<file path="src/hdl/floor_pkg.sv">
// Floor request definitions

package floor_pkg;

    //////////////////////////////////////////////////
    // Building size
    //////////////////////////////////////////////////

    // Number of floors served by the car
    localparam int num_floors = 11;

    // Width of a floor number, enough for every served floor
    localparam int floor_width = 4;

    //////////////////////////////////////////////////
    // Types
    //////////////////////////////////////////////////

    // Floor number, value 0 is the first floor
    typedef logic [floor_width-1:0] floor_t;

    // One bit per floor, bit 0 is the first floor
    typedef logic [num_floors-1:0] floor_mask_t;

    //////////////////////////////////////////////////
    // Constants
    //////////////////////////////////////////////////

    // Lowest floor, target after reset
    localparam floor_t first_floor = floor_t'(0);

    // Highest served floor
    localparam floor_t top_floor = floor_t'(num_floors - 1);

    // Empty request set
    localparam floor_mask_t no_floors = '0;

endpackage

</file>
<file path="src/hdl/request_latch.sv">
// Request light bank

`timescale 1ns/10ps

module request_latch (
    input  logic                  clock,
    input  logic                  reset_n,
    input  floor_pkg::floor_mask_t buttons,
    input  logic                  service_enable,
    input  floor_pkg::floor_mask_t arrival_mask,
    output floor_pkg::floor_mask_t lights
);

    //////////////////////////////////////////////////
    // Next value of the lights
    //////////////////////////////////////////////////

    floor_pkg::floor_mask_t lights_set;
    floor_pkg::floor_mask_t lights_next;

    // New presses add to the lights already on
    assign lights_set = lights | buttons;

    // The stopped car's floor wins over a press at that floor
    assign lights_next = lights_set & ~arrival_mask;

    //////////////////////////////////////////////////
    // Light register
    //////////////////////////////////////////////////

    always_ff @(posedge clock or negedge reset_n) begin
        if (!reset_n) begin
            lights <= floor_pkg::no_floors;
        end else if (service_enable) begin
            lights <= lights_next;
        end
    end

    // With power off or emergency active the lights simply hold

endmodule

</file>
<file path="src/hdl/car_dispatch.sv">
// Car dispatch logic

`timescale 1ns/10ps

module car_dispatch (
    input  logic                   clock,
    input  logic                   reset_n,
    input  logic                   power_switch,
    input  logic                   emergency_btn,
    input  floor_pkg::floor_t      current_floor,
    input  logic                   elevator_moving,
    input  floor_pkg::floor_mask_t hall_lights,
    input  floor_pkg::floor_mask_t car_lights,
    output logic                   service_enable,
    output floor_pkg::floor_mask_t arrival_mask,
    output floor_pkg::floor_t      target_floor,
    output logic                   direction_up,
    output logic                   activate
);

    //////////////////////////////////////////////////
    // Internal signals
    //////////////////////////////////////////////////

    logic                   car_stopped;
    logic                   may_serve;
    floor_pkg::floor_mask_t pending;
    logic                   any_pending;
    logic                   target_pending;
    floor_pkg::floor_t      lowest_pending;

    //////////////////////////////////////////////////
    // Service enable and arrival decode
    //////////////////////////////////////////////////

    // Presses and clears only with power on and emergency released
    assign service_enable = power_switch && !emergency_btn;

    assign car_stopped = !elevator_moving;

    // Stopped car with service on may clear lights and take a new target
    assign may_serve = service_enable && car_stopped;

    // One-hot floor of the stopped car
    always_comb begin
        arrival_mask = floor_pkg::no_floors;
        for (int i = 0; i < floor_pkg::num_floors; i++) begin
            if (may_serve && (current_floor == floor_pkg::floor_t'(i))) begin
                arrival_mask[i] = 1'b1;
            end
        end
    end

    //////////////////////////////////////////////////
    // Pending set
    //////////////////////////////////////////////////

    // Hall calls and car calls count the same
    assign pending = hall_lights | car_lights;

    assign any_pending = |pending;

    // Request still standing at the target
    assign target_pending = pending[target_floor];

    //////////////////////////////////////////////////
    // Lowest floor first priority
    //////////////////////////////////////////////////

    // Scan from the top down so the lowest set bit is taken last
    always_comb begin
        lowest_pending = floor_pkg::first_floor;
        for (int i = floor_pkg::num_floors - 1; i >= 0; i--) begin
            if (pending[i]) begin
                lowest_pending = floor_pkg::floor_t'(i);
            end
        end
    end

    //////////////////////////////////////////////////
    // Target register
    //////////////////////////////////////////////////

    // A new target is picked only once the old one is served
    always_ff @(posedge clock or negedge reset_n) begin
        if (!reset_n) begin
            target_floor <= floor_pkg::first_floor;
        end else if (may_serve && !target_pending && any_pending) begin
            target_floor <= lowest_pending;
        end
    end

    //////////////////////////////////////////////////
    // Requests toward the motion controller
    //////////////////////////////////////////////////

    // Up when the target lies above the car, down otherwise
    assign direction_up = target_floor > current_floor;

    // Move only toward a target that still has a request
    assign activate = may_serve && target_pending &&
                      (target_floor != current_floor);

endmodule

</file>
<file path="src/hdl/floor_controller_top.sv">
// Floor request controller top

`timescale 1ns/10ps

module floor_controller_top (
    input  logic                   clock,
    input  logic                   reset_n,
    input  floor_pkg::floor_mask_t floor_call_buttons,
    input  floor_pkg::floor_mask_t panel_buttons,
    input  logic                   power_switch,
    input  logic                   emergency_btn,
    input  floor_pkg::floor_t      current_floor,
    input  logic                   elevator_moving,
    output floor_pkg::floor_mask_t call_button_lights,
    output floor_pkg::floor_mask_t panel_button_lights,
    output floor_pkg::floor_t      elevator_floor_selector,
    output logic                   direction_selector,
    output logic                   activate_elevator
);

    //////////////////////////////////////////////////
    // Wires between latches and dispatcher
    //////////////////////////////////////////////////

    logic                   service_enable;
    floor_pkg::floor_mask_t arrival_mask;

    //////////////////////////////////////////////////
    // Request banks
    //////////////////////////////////////////////////

    // Hall call buttons on each landing
    request_latch hall_calls_i (
        .clock          (clock),
        .reset_n        (reset_n),
        .buttons        (floor_call_buttons),
        .service_enable (service_enable),
        .arrival_mask   (arrival_mask),
        .lights         (call_button_lights)
    );

    // Destination buttons inside the car
    request_latch car_calls_i (
        .clock          (clock),
        .reset_n        (reset_n),
        .buttons        (panel_buttons),
        .service_enable (service_enable),
        .arrival_mask   (arrival_mask),
        .lights         (panel_button_lights)
    );

    //////////////////////////////////////////////////
    // Dispatcher
    //////////////////////////////////////////////////

    car_dispatch dispatch_i (
        .clock           (clock),
        .reset_n         (reset_n),
        .power_switch    (power_switch),
        .emergency_btn   (emergency_btn),
        .current_floor   (current_floor),
        .elevator_moving (elevator_moving),
        .hall_lights     (call_button_lights),
        .car_lights      (panel_button_lights),
        .service_enable  (service_enable),
        .arrival_mask    (arrival_mask),
        .target_floor    (elevator_floor_selector),
        .direction_up    (direction_selector),
        .activate        (activate_elevator)
    );

endmodule

</file>
<file path="config.mk">
export PLATFORM = sky130hd
export DESIGN_NAME = floor_controller_top
export DESIGN_NICKNAME = d
export VERILOG_FILES = /design/src/hdl/floor_pkg.sv /design/src/hdl/request_latch.sv /design/src/hdl/car_dispatch.sv /design/src/hdl/floor_controller_top.sv
export SDC_FILE = /design/constraint.sdc
export NUM_CORES = 1
export LEC_CHECK = 0
export ABC_AREA = 0
export BUFFER_PORTS_ARGS = -buffer_cell sky130_fd_sc_hd__buf_2
export CAP_MARGIN = 5
export CORE_MARGIN = 3
export CORE_UTILIZATION = 32
export DETAILED_ROUTE_END_ITERATION = 7
export MAX_ROUTING_LAYER = met4
export SYNTH_ARGS = -nofsm -noshare
export SYNTH_HDL_FRONTEND = slang
export SYNTH_HIERARCHICAL = 1
export SYNTH_SLANG_ARGS = --single-unit
</file>
<file path="constraint.sdc">
create_clock -name clock -period 2.4 [get_ports clock]
set_input_delay 0.48 -clock clock [delete_from_list [all_inputs] [get_ports clock]]
set_output_delay 0.48 -clock clock [all_outputs]
set_load 0.1 [all_outputs]
</file>
==> results.yml <==
timing:
  setup_viol: 1
  layout_setup_ws_ns: -0.1070
  slew_viol_final: 0
  rsz0062_at_grt: "yes"
  max_freq_mhz: 398.9
  clock_skew_ns: 0.004459
  min_period_over_period_pct: 104.5
  worstMarginPinSlew_ns: 0.6043
  fin_crit_ns: 2.507
  hold_viol_final: 0
  maxSlewHeadroom_pct: 59.71
  setup_tns_ns: -0.1070
critical_path:
  r2r-start: "car_calls_i/lights[3]"
  timing.rr.end: "dispatch_i/target_floor[1]"
  startpoint: "dispatch_i/target_floor[0]"
  crit_path_end_kind: "output pin"
  start_kind: "flip-flop"
  arrival_ns: 2.03
  setup.worst_path.class: "reg2out"
  path_depth: 5
  critical-path-max-stage-delay_ns: 0.52
  crit_family: "multiplexers"
  cp_data_required_time_ns: 1.92
  cp_slowest_cell: "mux4_2"
  crit_path_end: "activate_elevator"
  reg2reg_depth: 4
  path_cells: "inv_4, mux4_2, o311a_4, nor2_4, buf_12"
  rrSetupSlack_ns: 0.37
  crit_buf_inv: 2
  worstPathMaxFanout: 4
clock_tree:
  clock-sinks: 26
  tritoncts: "done"
  cts_buffers: 3
  cts_setup_buffers: 1
  holdBufCountCts: 0
  clockRootBuffer: "clkbuf_8"
  path_clk_slew_ns: 0.10
  cts.path.max_buffers: 2
  ctsResizeCount: 0
  clock_latency_ns: 0.28
  cts_max_level: 1
floorplan:
  ios: 59
  row_count: 23
  die_h_um: 72.56
  die-area_um2: 5265
  start_util_pct: 34.21
  core_area_um2: 4144
  die_x_um: 72.56
place:
  io_buffers: 58
  post-place-ws_ns: 0.1592
  dpl.hpwl_um: 3159
  dp_cells: 260
  place.gp.congestion: 0.8585
global_routing:
  gr-usage-all-layers_pct: 16.37
  grt_start_max_net_pins: 45
  grt_pass1_vias: 1320
  overflow: 0
  antenna_found_initial: 0
  grt_pass1_wl_um: 6451
synthesis:
  ys_ff_latch: 26
  avgSynthCellArea_um2: 9.087
  syn-cell-area_um2: 1418
  synthDistinctLibCells: 34
  synthFlopType: "dfrtp_1"
  yosys.area_share.simple_pct: 16.15
  postSynth.asyncResetShare_pct: 100.0
  ys_seq_area_share_pct: 45.90
  synth_compound_area_share_pct: 25.77
  synth.area.mux_share_pct: 4.413
  yosysWarnings: 6
  synth_top_family_by_area: "compound AO/OA/AOI/OAI gates"
  synthAdderAreaFrac_pct: 3.530
  synth_edf_count: 0
  syn-num-nets: 191
  synthCells: 156
  synth_xor_area_share_pct: 0
hold_path:
  hp-class: "in2async"
detailed_routing:
  wl_per_cell_um: 15.20
  first_pass_iters: 4
  vias: 1383
  vias_per_cell: 5.219
  drc_errors: 0
  wirelength_um: 4027
  detail-route-antenna-nets: 0
  drt_iter0_markers: 147
cells_and_area:
  seqCellArea_um2: 695.7
  multi_input_comb_area_um2: 718.2
  fin_cells: 265
  fillers: 427
  antenna_cells: 0
  fin_nets: 251
  syn2layout_area_growth_pct: 35.39
  layout-drive-gt1-share_pct: 42.79
run_status:
  violations: "setup timing"
  outcome: "finished with violations"
power:
  leakagePower_nw: 0.7387
  power_density_nw_per_um2: 748.6
  peakVddDrop_uv: 371.9
job:
  max_cap_violations: 0
==> registers in the layout (all words and copies together) (netlist names) <==
name	cells
car_calls_i/lights	11
dispatch_i/target_floor	4
hall_calls_i/lights	11
==> stage by stage <==
stage | hold slack [ns] | area [um2] | total power, mW | utilization (%)
5_1_grt | 0.2513 | 1919 | 1.499 | 46.32
4_1_cts | 0.2194 | 1919 | 1.449 | 46.32
3_3_place_gp | 0.5223 | 1841 | 1.061 | 44.41
3_5_place_dp | 0.5291 | 1841 | 1.065 | 44.41
2_1_floorplan | 0.1844 | 1474 | 0.9282 | -
6_report | 0.1992 | 1919 | 1.437 | 46.32
==> cell families (layout without fill, tap and decap cells) <==
kind of cell             after synthesis  in the layout
AND/OR/NAND/NOR                       48             48
flip-flops                            26             26
buffers and inverters                 13             72
adder cells (fa/ha/maj)                4              4
AO/OA/AOI/OAI                         61             61
multiplexers                           4              4
==> area by class of cell <==
type / instances / area share [%]
clock buffers: 3 / 2.151
clock inverters: 1 / 1.565
inverters: 7 / 1.499
multi-input cells: 117 / 37.42
flip-flops and latches: 26 / 36.25
well taps: 50 / 3.259
repair buffers: 61 / 17.86
==> cells in the final DEF, fill, tap and decap left out, types with 3 or more instances in the layout <==
master / count
ha_1: 4
buf_4: 3
nor2_1: 18
inv_1: 6
buf_2: 56
nor3_1: 6
nor4_1: 3
dfrtp_1: 8
a21oi_1: 46
dfrtp_2: 9
dfrtp_4: 9
clkbuf_8: 3
nand2_1: 6
nand3_1: 6
a31oi_1: 3
==> layer usage <==
layer	vias to the layer above	part of all wire (%)	track usage, %
met3	2	6.7	4.432
met2	49	49	26.75
met5	-	0	-
li1	689	-	-
met4	0	0.32	1.844
met1	643	44	21.00
==> how the worst min path moves through the flow <==
stage	from	endpoint	cells after the start
4_1_cts	reset_n	hall_calls_i/lights[8]	1
3_3_place_gp	reset_n	hall_calls_i/lights[8]	1
6_report	reset_n	dispatch_i/target_floor[0]	1
2_1_floorplan	reset_n	car_calls_i/lights[10]	0
3_5_place_dp	reset_n	hall_calls_i/lights[8]	1
5_1_grt	reset_n	hall_calls_i/lights[8]	1
==> Yosys cell counts (all sizes together) (2+ instances only) <==
| library cell | count | area (um2) |
|---|---|---|
| nor4 | 3 | 18.77 |
| a31oi | 3 | 18.77 |
| nor2 | 19 | 71.32 |
| o31ai | 2 | 15.01 |
| ha | 4 | 50.05 |
| buf | 5 | 30.02 |
| nor2b | 2 | 12.51 |
| nand3 | 6 | 30.03 |
| nand2 | 6 | 22.52 |
| a21oi | 46 | 230.2 |
| nor4b | 2 | 17.52 |
| dfrtp | 26 | 650.6 |
| mux2 | 2 | 30.03 |
| o211ai | 2 | 28.78 |
| nor3 | 6 | 30.03 |
| inv | 7 | 26.27 |
==> report_power, final <==
group	switching [mW]	internal (mW)
clock	0.149	0.223
sequential	0.0366	0.472
combinational	0.392	0.164
Note: power is estimated with default switching activity, not from simulation.
